### src/dcache_pkg.sv
package dcache_pkg;

    // address split is tag | index | word | byte
    localparam int WORD_W     = 32;
    localparam int TAG_W      = 26;
    localparam int IDX_W      = 3;
    localparam int NUM_SETS   = 8;
    localparam int WORD_SEL_W = 1;

    typedef logic [WORD_W-1:0] word_t;
    typedef logic [TAG_W-1:0]  tag_t;
    typedef logic [IDX_W-1:0]  idx_t;

    typedef enum logic [3:0] {
        IDLE,
        WB_WORD0,
        WB_WORD1,
        FILL_WORD0,
        FILL_WORD1,
        FLUSH_SCAN,
        FLUSH_WB0,
        FLUSH_WB1,
        FLUSHED
    } cache_state_t;

endpackage
### src/way_if.sv
`timescale 1ns/10ps

interface way_if;
    import dcache_pkg::*;

    // lookup and update controls
    idx_t                  idx;
    tag_t                  tag;
    logic [WORD_SEL_W-1:0] word_sel;
    logic                  wr_en;
    word_t                 wdata;
    logic                  fill_tag;
    logic                  mark_dirty;
    logic                  clean;
    logic                  invalidate;

    // state of the addressed line
    logic                  hit;
    logic                  valid;
    logic                  dirty;
    tag_t                  line_tag;
    word_t                 rdata;

    modport ctrl (
        output idx, tag, word_sel, wr_en, wdata, fill_tag, mark_dirty, clean, invalidate,
        input  hit, valid, dirty, line_tag, rdata
    );

    modport way (
        input  idx, tag, word_sel, wr_en, wdata, fill_tag, mark_dirty, clean, invalidate,
        output hit, valid, dirty, line_tag, rdata
    );

endinterface

### src/dcache.sv
`timescale 1ns/10ps

module dcache (
    input  logic              CLK,
    input  logic              nRST,
    input  logic              halt,
    input  logic              mem_read,
    input  logic              mem_write,
    input  dcache_pkg::word_t addr,
    input  dcache_pkg::word_t wdata,
    output logic              dhit,
    output dcache_pkg::word_t rdata,
    output logic              flushed,
    output logic              mem_ren,
    output logic              mem_wen,
    output dcache_pkg::word_t mem_addr,
    output dcache_pkg::word_t mem_wdata,
    input  dcache_pkg::word_t mem_rdata,
    input  logic              mem_wait
);

    way_if way0_bus ();
    way_if way1_bus ();

    dcache_way way0 (
        .CLK  (CLK),
        .nRST (nRST),
        .bus  (way0_bus)
    );

    dcache_way way1 (
        .CLK  (CLK),
        .nRST (nRST),
        .bus  (way1_bus)
    );

    dcache_ctrl ctrl (
        .CLK       (CLK),
        .nRST      (nRST),
        .way0      (way0_bus),
        .way1      (way1_bus),
        .mem_read  (mem_read),
        .mem_write (mem_write),
        .addr      (addr),
        .wdata     (wdata),
        .halt      (halt),
        .dhit      (dhit),
        .rdata     (rdata),
        .flushed   (flushed),
        .mem_ren   (mem_ren),
        .mem_wen   (mem_wen),
        .mem_addr  (mem_addr),
        .mem_wdata (mem_wdata),
        .mem_rdata (mem_rdata),
        .mem_wait  (mem_wait)
    );

endmodule

### src/dcache_ctrl.sv
`timescale 1ns/10ps

module dcache_ctrl (
    input  logic              CLK,
    input  logic              nRST,
    way_if.ctrl               way0,
    way_if.ctrl               way1,
    input  logic              mem_read,
    input  logic              mem_write,
    input  dcache_pkg::word_t addr,
    input  dcache_pkg::word_t wdata,
    input  logic              halt,
    output logic              dhit,
    output dcache_pkg::word_t rdata,
    output logic              flushed,
    output logic              mem_ren,
    output logic              mem_wen,
    output dcache_pkg::word_t mem_addr,
    output dcache_pkg::word_t mem_wdata,
    input  dcache_pkg::word_t mem_rdata,
    input  logic              mem_wait
);
    import dcache_pkg::*;

    cache_state_t          state;
    cache_state_t          next_state;
    logic [NUM_SETS-1:0]   lru;
    idx_t                  flush_set;

    tag_t                  req_tag;
    idx_t                  req_idx;
    logic [WORD_SEL_W-1:0] req_word;
    logic                  req;
    logic                  any_hit;
    logic                  victim;
    logic                  flush_way;
    logic                  flushing;
    logic                  mem_word;
    idx_t                  line_idx;
    logic [WORD_SEL_W-1:0] word_sel;

    logic                  sel_way;
    word_t                 sel_rdata;
    tag_t                  sel_tag;
    logic                  sel_valid;
    logic                  sel_dirty;

    logic                  wr_en;
    logic                  fill_tag;
    logic                  mark_dirty;
    logic                  clean;
    logic                  invalidate;
    word_t                 way_wdata;

    assign req_tag  = addr[WORD_W-1 -: TAG_W];
    assign req_idx  = addr[2+WORD_SEL_W +: IDX_W];
    assign req_word = addr[2 +: WORD_SEL_W];
    assign req      = mem_read | mem_write;
    assign any_hit  = way0.hit | way1.hit;
    // lru names the way to replace
    assign victim    = lru[req_idx];
    assign flush_way = ~way0.dirty;
    assign flushing  = state inside {FLUSH_SCAN, FLUSH_WB0, FLUSH_WB1, FLUSHED};
    assign mem_word  = state inside {WB_WORD1, FILL_WORD1, FLUSH_WB1};
    assign line_idx  = flushing ? flush_set : req_idx;
    assign word_sel  = (state == IDLE) ? req_word : WORD_SEL_W'(mem_word);

    // which way the current state works on
    always_comb begin
        case (state)
            IDLE:                                        sel_way = any_hit ? way1.hit : victim;
            FLUSH_SCAN, FLUSH_WB0, FLUSH_WB1, FLUSHED:   sel_way = flush_way;
            default:                                     sel_way = victim;
        endcase
    end

    assign sel_rdata = sel_way ? way1.rdata    : way0.rdata;
    assign sel_tag   = sel_way ? way1.line_tag : way0.line_tag;
    assign sel_valid = sel_way ? way1.valid    : way0.valid;
    assign sel_dirty = sel_way ? way1.dirty    : way0.dirty;

    assign way0.idx        = line_idx;
    assign way1.idx        = line_idx;
    assign way0.tag        = req_tag;
    assign way1.tag        = req_tag;
    assign way0.word_sel   = word_sel;
    assign way1.word_sel   = word_sel;
    assign way0.wdata      = way_wdata;
    assign way1.wdata      = way_wdata;
    assign way0.wr_en      = wr_en & ~sel_way;
    assign way1.wr_en      = wr_en & sel_way;
    assign way0.fill_tag   = fill_tag & ~sel_way;
    assign way1.fill_tag   = fill_tag & sel_way;
    assign way0.mark_dirty = mark_dirty & ~sel_way;
    assign way1.mark_dirty = mark_dirty & sel_way;
    assign way0.clean      = clean & ~sel_way;
    assign way1.clean      = clean & sel_way;
    assign way0.invalidate = invalidate & ~sel_way;
    assign way1.invalidate = invalidate & sel_way;

    assign rdata   = sel_rdata;
    assign flushed = (state == FLUSHED);

    always_comb begin
        next_state = state;
        way_wdata  = wdata;
        wr_en      = 1'b0;
        fill_tag   = 1'b0;
        mark_dirty = 1'b0;
        clean      = 1'b0;
        invalidate = 1'b0;
        dhit       = 1'b0;
        mem_ren    = 1'b0;
        mem_wen    = 1'b0;
        mem_addr   = '0;
        mem_wdata  = '0;
        case (state)
            IDLE: begin
                if (halt) begin
                    next_state = FLUSH_SCAN;
                end else if (req && any_hit) begin
                    dhit = 1'b1;
                    if (mem_write) begin
                        wr_en      = 1'b1;
                        mark_dirty = 1'b1;
                    end
                end else if (req) begin
                    next_state = (sel_valid && sel_dirty) ? WB_WORD0 : FILL_WORD0;
                end
            end
            WB_WORD0, WB_WORD1, FLUSH_WB0, FLUSH_WB1: begin
                mem_wen   = 1'b1;
                mem_addr  = {sel_tag, line_idx, word_sel, 2'b00};
                mem_wdata = sel_rdata;
                if (!mem_wait) begin
                    case (state)
                        WB_WORD0:  next_state = WB_WORD1;
                        WB_WORD1:  next_state = FILL_WORD0;
                        FLUSH_WB0: next_state = FLUSH_WB1;
                        default: begin
                            clean      = 1'b1;
                            invalidate = 1'b1;
                            next_state = FLUSH_SCAN;
                        end
                    endcase
                end
            end
            FILL_WORD0, FILL_WORD1: begin
                mem_ren   = 1'b1;
                mem_addr  = {req_tag, req_idx, word_sel, 2'b00};
                way_wdata = mem_rdata;
                if (!mem_wait) begin
                    wr_en = 1'b1;
                    if (state == FILL_WORD0) begin
                        // old line is gone once its first word is replaced
                        invalidate = 1'b1;
                        next_state = FILL_WORD1;
                    end else begin
                        fill_tag   = 1'b1;
                        clean      = 1'b1;
                        next_state = IDLE;
                    end
                end
            end
            FLUSH_SCAN: begin
                if (way0.dirty || way1.dirty) begin
                    next_state = FLUSH_WB0;
                end else if (flush_set == IDX_W'(NUM_SETS - 1)) begin
                    next_state = FLUSHED;
                end
            end
            FLUSHED: begin
                next_state = FLUSHED;
            end
            default: begin
                next_state = IDLE;
            end
        endcase
    end

    always_ff @(posedge CLK or negedge nRST) begin
        if (!nRST) begin
            state     <= IDLE;
            lru       <= '0;
            flush_set <= '0;
        end else begin
            state <= next_state;
            if (state == IDLE && halt) begin
                flush_set <= '0;
            end else if (state == FLUSH_SCAN && next_state == FLUSH_SCAN) begin
                flush_set <= flush_set + 1'b1;
            end
            // point lru away from the way just used
            if (dhit) begin
                lru[req_idx] <= ~way1.hit;
            end else if (state == FILL_WORD1 && !mem_wait) begin
                lru[req_idx] <= ~victim;
            end
        end
    end

endmodule

### src/dcache_way.sv
`timescale 1ns/10ps

module dcache_way (
    input logic CLK,
    input logic nRST,
    way_if.way  bus
);
    import dcache_pkg::*;

    logic [NUM_SETS-1:0] valid_q;
    logic [NUM_SETS-1:0] dirty_q;
    tag_t                tag_q  [NUM_SETS];
    word_t               data_q [NUM_SETS][2**WORD_SEL_W];

    // combinational lookup of the addressed set
    assign bus.valid    = valid_q[bus.idx];
    assign bus.dirty    = dirty_q[bus.idx];
    assign bus.line_tag = tag_q[bus.idx];
    assign bus.hit      = valid_q[bus.idx] && (tag_q[bus.idx] == bus.tag);
    assign bus.rdata    = data_q[bus.idx][bus.word_sel];

    // line status bits
    always_ff @(posedge CLK or negedge nRST) begin
        if (!nRST) begin
            valid_q <= '0;
            dirty_q <= '0;
        end else begin
            if (bus.invalidate) begin
                valid_q[bus.idx] <= 1'b0;
                dirty_q[bus.idx] <= 1'b0;
            end else begin
                if (bus.fill_tag) begin
                    valid_q[bus.idx] <= 1'b1;
                end
                if (bus.mark_dirty) begin
                    dirty_q[bus.idx] <= 1'b1;
                end else if (bus.clean) begin
                    dirty_q[bus.idx] <= 1'b0;
                end
            end
        end
    end

    // tag and data arrays
    always_ff @(posedge CLK) begin
        if (bus.fill_tag) begin
            tag_q[bus.idx] <= bus.tag;
        end
        if (bus.wr_en) begin
            data_q[bus.idx][bus.word_sel] <= bus.wdata;
        end
    end

endmodule

### config.mk
export PLATFORM = sky130hd
export DESIGN_NAME = dcache
export DESIGN_NICKNAME = d
export VERILOG_FILES = /design/src/dcache_pkg.sv /design/src/way_if.sv /design/src/dcache.sv /design/src/dcache_ctrl.sv /design/src/dcache_way.sv
export SDC_FILE = /design/constraint.sdc
export NUM_CORES = 2
export LEC_CHECK = 0
export BUFFER_PORTS_ARGS = -buffer_cell sky130_fd_sc_hd__buf_2
export CELL_PAD_IN_SITES_DETAIL_PLACEMENT = 1
export CELL_PAD_IN_SITES_GLOBAL_PLACEMENT = 1
export CORE_MARGIN = 1.5
export CORE_UTILIZATION = 50
export CTS_BUF_LIST = sky130_fd_sc_hd__clkbuf_4 sky130_fd_sc_hd__clkbuf_8
export DETAILED_ROUTE_END_ITERATION = 10
export MAX_ROUTING_LAYER = met4
export PLACE_DENSITY = 0.81
export SETUP_SLACK_MARGIN = 0.02
export SLEW_MARGIN = 0
export SYNTH_ARGS = -nofsm -noshare
export SYNTH_HDL_FRONTEND = slang
export SYNTH_SLANG_ARGS = --single-unit
### constraint.sdc
create_clock -name CLK -period 8.9 [get_ports CLK]
set_clock_uncertainty 0.15 [all_clocks]
set_input_delay 1.78 -clock CLK [delete_from_list [all_inputs] [get_ports CLK]]
set_output_delay 1.78 -clock CLK [all_outputs]
set_load 0.01 [all_outputs]
# ---- Yosys cells after proc, flatten, opt, wreduce, memory -nomap -nowiden
# Memories as Yosys holds them, arrays and structs flattened.
# Index checks and enable logic that the tools add are counted.
dict set report word_totals {
  out_inout_bits 100
  ramBits 1440
  in_bits 102
  wordCells 169
  mem_count 4
  ff_bits 47
}
# name depth width read_ports rd_clocked_by_memory_dff write_ports line_no
set mem_list {}
lappend mem_list {way0.data_q 8 64 1 0 1 dcache_way.sv:13} ;# word_t data_q [NUM_SETS][2**WORD_SEL_W];
lappend mem_list {way1.data_q 8 64 1 0 1 dcache_way.sv:13}
lappend mem_list {way0.tag_q 8 26 1 0 1 dcache_way.sv:12} ;# tag_t tag_q [NUM_SETS];
lappend mem_list {way1.tag_q 8 26 1 0 1 dcache_way.sv:12}
dict set report classes {
  bitwise 26
  addsub 1
  magnitude_cmp 6
  eq_ne 12
  reduce_logical 25
  muxes 88
}
# cell count
set op_table {}
lappend op_table {{$mux W32} 10}
lappend op_table {{$mux W64} 2}
lappend op_table {{$mux W8} 12}
lappend op_table {{$pmux W32 S2} 1}
lappend op_table {{$eq A26 B26 Y1} 2}
lappend op_table {{$mux W1} 34}
lappend op_table {{$and A8 B8 Y8} 4}
lappend op_table {{$demux W32 S1} 1}
lappend op_table {{$or A8 B8 Y8} 4}
lappend op_table {{$mux W4} 7}
lappend op_table {{$mux W26} 1}
lappend op_table {{$eq A4 B3 Y1 const B} 5}
lappend op_table {{$pmux W4 S5} 1}
lappend op_table {{$bwmux W8} 2}
lappend op_table {{$bmux W1 S3} 5}
lappend op_table {{$mux W3} 4}
lappend op_table {{$and A1 B1 Y1} 10}
lappend op_table {{$logic_and A1 B1 Y1} 10}
lappend op_table {{$pmux W3 S3} 1}
lappend op_table {{$reduce_bool A3 Y1} 3}
lappend op_table {{$eq A4 B2 Y1 const B} 2}
lappend op_table {{$lt A3 B4 Y1 const B} 2}
lappend op_table {{$not A8 Y8} 1}
lappend op_table {{$pmux W1 S2} 4}
lappend op_table {{20 further kinds} 30}

# ---- Depth between registers and ports, before layout
dict set report logic_depth {
  depth_word 20
  depth_mapped 22
  ltp_nobuf 14
}

# ---- Hierarchy
# Synthesis repeated with hierarchy kept, for this count alone.
dict set report hier_totals {
  hier_cells 3676
  hier_area_um2 60963.5
}
# mod instances area_per_inst_um2 seq_area_each_um2 cells_each
set modules_own_cells {}
lappend modules_own_cells {{dcache_way at way0} 1 28847.7 22021.1 1614}
lappend modules_own_cells {{dcache_way at way1} 1 28637.5 22021.1 1630}
lappend modules_own_cells {dcache_ctrl 1 3478.3 375.4 432}

# ---- Least setup slack after synthesis
# OpenSTA, ideal clock, no wires.
dict set report synth_timing {
  kind {in2reg}
  start {input addr[5]}
  end {memory way1.data_q[3][0] in the netlist's numbering (enable)}
  path_buffers 6
  path_stages 17
  path_slack_ns -0.175
  required_ns 8.248
  t_arrival_ns 8.423
  setup_time_ns 0.502
  cell_sequence {clkbuf_1 inv_1 a21oi_1 o22a_1 buf_4 buf_2 buf_2 o22ai_1 nor4b_1 xor2_1 nor4_1 nand4_1 or4_4 o221a_1 buf_6 buf_2 nor4_1}
}
dict set report synth_between {
  elab_chain_len 12
  elab_cells_between_ends 26
  cone_classes {eq/ne: 2; mux: 16; bitwise: 3; reduce/logical: 3; memory: 2}
}
# item line_no
set synth_lines {}
lappend synth_lines {{from (decl)} dcache.sv:9} ;# input dcache_pkg::word_t addr,
lappend synth_lines {{$mux W3} dcache_ctrl.sv:65} ;# assign line_idx = flushing ? flush_set : req_idx;
lappend synth_lines {{$mem_v2 Z8 W26 or $bmux W1 S3 (tied branches)} --}
lappend synth_lines {{$eq A26 B26 Y1 or $mux W1 (tied branches)} dcache_way.sv:19} ;# assign bus.hit = valid_q[bus.idx] && (tag_q[bus.idx] == bus.tag);
lappend synth_lines {{$logic_and A1 B1 Y1} dcache_way.sv:19}
lappend synth_lines {{$or A1 B1 Y1} dcache_ctrl.sv:59} ;# assign any_hit = way0.hit | way1.hit;
lappend synth_lines {{$logic_and A1 B1 Y1} dcache_ctrl.sv:121} ;# end else if (req && any_hit) begin
lappend synth_lines {{$mux W1} dcache_ctrl.sv:121}
lappend synth_lines {{$mux W1} dcache_ctrl.sv:119} ;# if (halt) begin
lappend synth_lines {{$pmux W1 S2} dcache_ctrl.sv:117} ;# case (state)
lappend synth_lines {{$and A1 B1 Y1} dcache_ctrl.sv:91} ;# assign way1.wr_en = wr_en & sel_way;
lappend synth_lines {{$mux W1} dcache_way.sv:49} ;# if (bus.wr_en) begin
lappend synth_lines {{$mux W64 (not written as such)} dcache_way.sv:50} ;# data_q[bus.idx][bus.word_sel] <= bus.wdata;
lappend synth_lines {{to (decl)} dcache_way.sv:13}
# Parallel ways exist; a longest one is shown, timed or not. The select of a mux whose other input is x is not followed.

# ---- Worst setup path after layout
dict set report layout_timing {
  start {input addr[5]}
  end {output mem_wdata[27]}
}
dict set report layout_between {
  elab_chain_len 9
  elab_cells_between_ends 29
  cone_classes {eq/ne: 2; mux: 19; bitwise: 2; reduce/logical: 2; memory: 4}
}
# item line_no
set layout_lines {}
lappend layout_lines {{$mux W3} dcache_ctrl.sv:65}
lappend layout_lines {{$mem_v2 Z8 W26 or $bmux W1 S3 (tied branches)} --}
lappend layout_lines {{$eq A26 B26 Y1 or $mux W1 (tied branches)} dcache_way.sv:19}
lappend layout_lines {{$logic_and A1 B1 Y1} dcache_way.sv:19}
lappend layout_lines {{$or A1 B1 Y1} dcache_ctrl.sv:59}
lappend layout_lines {{$mux W1} dcache_ctrl.sv:71} ;# IDLE: sel_way = any_hit ? way1.hit : victim;
lappend layout_lines {{$pmux W1 S2} dcache_ctrl.sv:70} ;# case (state)
lappend layout_lines {{$mux W32 (*)} dcache_ctrl.sv:77} ;# assign sel_rdata = sel_way ? way1.rdata : way0.rdata;
lappend layout_lines {{$mux W32 (*)} dcache_ctrl.sv:117}
lappend layout_lines {{to (decl)} dcache.sv:17} ;# output dcache_pkg::word_t mem_wdata,
# Every way passes the cells marked *; elsewhere a longest branch is shown, timed or not. The select of a mux whose other input is x is not followed.

==> results_dict.tcl <==
set metrics [dict create \
    hold_class "flip-flop to flip-flop" \
    grt_pass1_wl_mm 314 \
    drt_first_pass_iters 6 \
    grt_max_degree 89 \
    peakVddDrop_v 0.000341 \
    crit_type "input pin to output pin" \
    leakagePower_nw 22.9 \
    preCtsSetupSlack_ns -0.229 \
    ys_seq_elements 1487 \
    placedInstanceArea_mm2 0.0639 \
    critical_path.n_buffers_inverters 7 \
    biggest_fanout_along_the_worst_timing_path 18 \
    tritoncts "built" \
    ys_types 90 \
    final_hold_violating_endpoints 0 \
    timing.critical_path.arrival_ns 6.87 \
    cts_num_sinks 1487 \
    gr-total-overflow 0 \
    power_per_cell_area_mw_per_mm2 412 \
    synth-edff-count 1440 \
    detail_route.iter0.violations 7022 \
    avgViaCountPerCell 7.06 \
    finalHoldWorstSlack_ns 0.331 \
    nets 4439 \
    grt_pass1_vias 44300 \
    yosys.cell_count.top_type "edfxtp_1" \
    slew_headroom 0.163 \
    routedWlPerCell_um 36.5 \
    layout_worst_path_cycle_share 0.988 \
    numCtsBuffers 227 \
    max_freq_ghz 0.114 \
    tns_ns 0 \
    clk_latency_ns 0.96 \
    die-area_mm2 0.121 \
    synth_top_cells_by_count "1,440 x edfxtp_1, 464 x nand2_1, 298 x a21oi_1" \
    worst-endpoint-required_ns 6.97 \
    rsz0062_at_grt "no" \
    vias 42800 \
    top_level_ports 202 \
    gp_routability_congestion 0.883 \
    cts_root_buffer "clkbuf_8" \
    synth.yosys.seq_area_share 0.749 \
    postSynthAreaPerCell_um2 15.2 \
    worst_setup_hold_path_clk_slew_ns 0.06 \
    port_buffers 197 \
    post-route-drc-count 0 \
    grt_usage 0.374 \
    post_synth_arst_share 0.0316 \
    cts_max_path_buffers 3 \
    setup_viol 0 \
    antenna_violations_before_repair 8 \
    final.min_clock_period_ns 8.80 \
    timing.max_cap.violations 0 \
    synth.top_cell.area_share 0.729 \
    coreArea_mm2 0.118 \
    cts-htree-levels 4 \
    family_with_the_most_delay_on_the_worst_path "simple AND/OR/NAND/NOR gates" \
    cts_hold_buf 0 \
    area.growth.synth_to_final_pct 16.0 \
    synth.top_cells.by_area "edfxtp_1 73%, nand2_1 2.9%, a22oi_1 2.5%, a21oi_1 2.5%, dfrtp_1 2.0%" \
    fin_area_mm2 0.0688 \
    postSynth.topFlopCell "edfxtp_1" \
    post-synth-top-area-cell "edfxtp_1" \
    fraction_of_layout_instances_using_a_drive_strength_above_1 0.227 \
    final-instance-count-excl-fill 6064 \
    worstPathCellList "buf_2 -> inv_1 -> a21oi_4 -> o22a_4 -> buf_4 -> nand2_1 -> and3_1 -> nor4b_2 -> buf_4 -> xor2_1 -> nor4_2 -> buf_4 -> nand4_1 -> or4_4 -> o221ai_4 -> buf_6 -> mux2i_1 -> and2_1 -> buf_2" \
    post-route-worst-setup-slack_ns 0.103 \
    tightestPinTransition_ns 1.25 \
    cp_slowest_stage_delay_ns 0.64 \
    run_status "complete, no violations" \
    placement_rows 126 \
    dpl.hpwl_mm 121 \
    floorplan.initialDensity 0.503 \
    fillerInstances 11000 \
    die_h_um 347 \
    dp.cells 5620 \
    critical_path.endpoint_type "output pin" \
    cp_common_cell "buf_4" \
    syn-instance-count 3902 \
    critical-path-slowest-cell "or4_4" \
    element_type_at_the_critical_path_start "input pin" \
    synth.cell_area_mm2 0.0593 \
    timing_max_transition_violations_final 0 \
    die_w_um 347 \
    synth-warning-count 0 \
    total_routed_length_mm 222 \
    number_of_routed_nets_with_antenna_violations 0 \
]
## through the flow
step                      utilization  power [mW]
after floorplan                     -        15.6
after global placement          0.543        21.2
after detailed placement        0.543        21.8
after CTS                       0.582        27.7
after global routing            0.584        29.0
final                           0.584        28.4
## cell type report
type,count,area (µm²),share of cell area
Sequential cell,1487,44400,0.646
Multi-Input combinational cell,2132,14400,0.209
Clock buffer,321,3870,0.0563
Timing Repair Buffer,470,3510,0.0510
Tap cell,1536,1920,0.0280
Clock inverter,91,591,0.00859
Inverter,17,63.8,0.000928
Antenna cell,10,25.0,0.000364
## cell usage in the layout, fill, tap and decap left out, types with 40 or more instances in the layout
cell type / instances
buf_2: 197
o21ai_0: 103
a22oi_1: 200
a21oi_1: 295
clkbuf_8: 233
nand2_1: 464
a221oi_1: 42
o22ai_1: 42
clkinv_1: 50
o211ai_1: 50
mux2i_1: 95
clkbuf_4: 88
dfrtp_1: 45
nand3_1: 106
buf_4: 231
nor3_1: 56
nor2_1: 91
mux2_2: 49
o2111ai_1: 40
edfxtp_1: 1440
## logic make-up after synthesis
group | share of synthesized area
AO/OA/AOI/OAI | 0.117
XOR/XNOR | 0.00739
adder cells (fa/ha/maj) | 0.000422
buffers and inverters | 0.0209
flip-flops | 0.749
multiplexers | 0.0370
other | 0.0000632
AND/OR/NAND/NOR | 0.0680
## registers in the layout, summed over array words and instances (netlist names), named ones only
name,cells
ctrl.state,4
ctrl.lru,8
way1.tag_q,208
ctrl.flush_set,3
way0.data_q,512
way0.tag_q,208
way1.data_q,512
## metal layers
layer	track usage	vias up	share of wire
li1	-	16400	-
met1	0.457	21500	0.34
met2	0.572	3983	0.46
met3	0.0923	970	0.13
met4	0.211	0	0.062
met5	-	-	0
## path summary, 6_finish.rpt
check                                   startpoint                            to  slack [ns]  depth (start not counted)
setup reg to reg           ctrl.state[0]$_DFF_PN0_  way1.data_q[3][20]$_DFFE_PP_        1.98                         19
hold / removal                           flip-flop                     flip-flop        0.33                          1
setup / recovery                           addr[5]                 mem_wdata[27]        0.10                         19
hold reg to reg                          flip-flop                     flip-flop        0.33                          1
max in group asynchronous                     nRST       ctrl.state[2]$_DFF_PN0_        7.22                          2
min in group asynchronous                     nRST       ctrl.state[1]$_DFF_PN0_        0.83                          2
## report_power, final
| part | internal, mW | switching (mW) |
|---|---|---|
| combinational | 4.35 | 9.77 |
| clock | 2.94 | 2.80 |
| sequential | 8.39 | 0.0986 |
## repair_timing
item	CTS	global route
gates resized for setup	11	12
buffers inserted	8	13
hold endpoints to repair	0	0
cloned	1	0
setup endpoints to repair	90	32
pin swaps	3	9
Note: power is estimated with default switching activity, not from simulation.
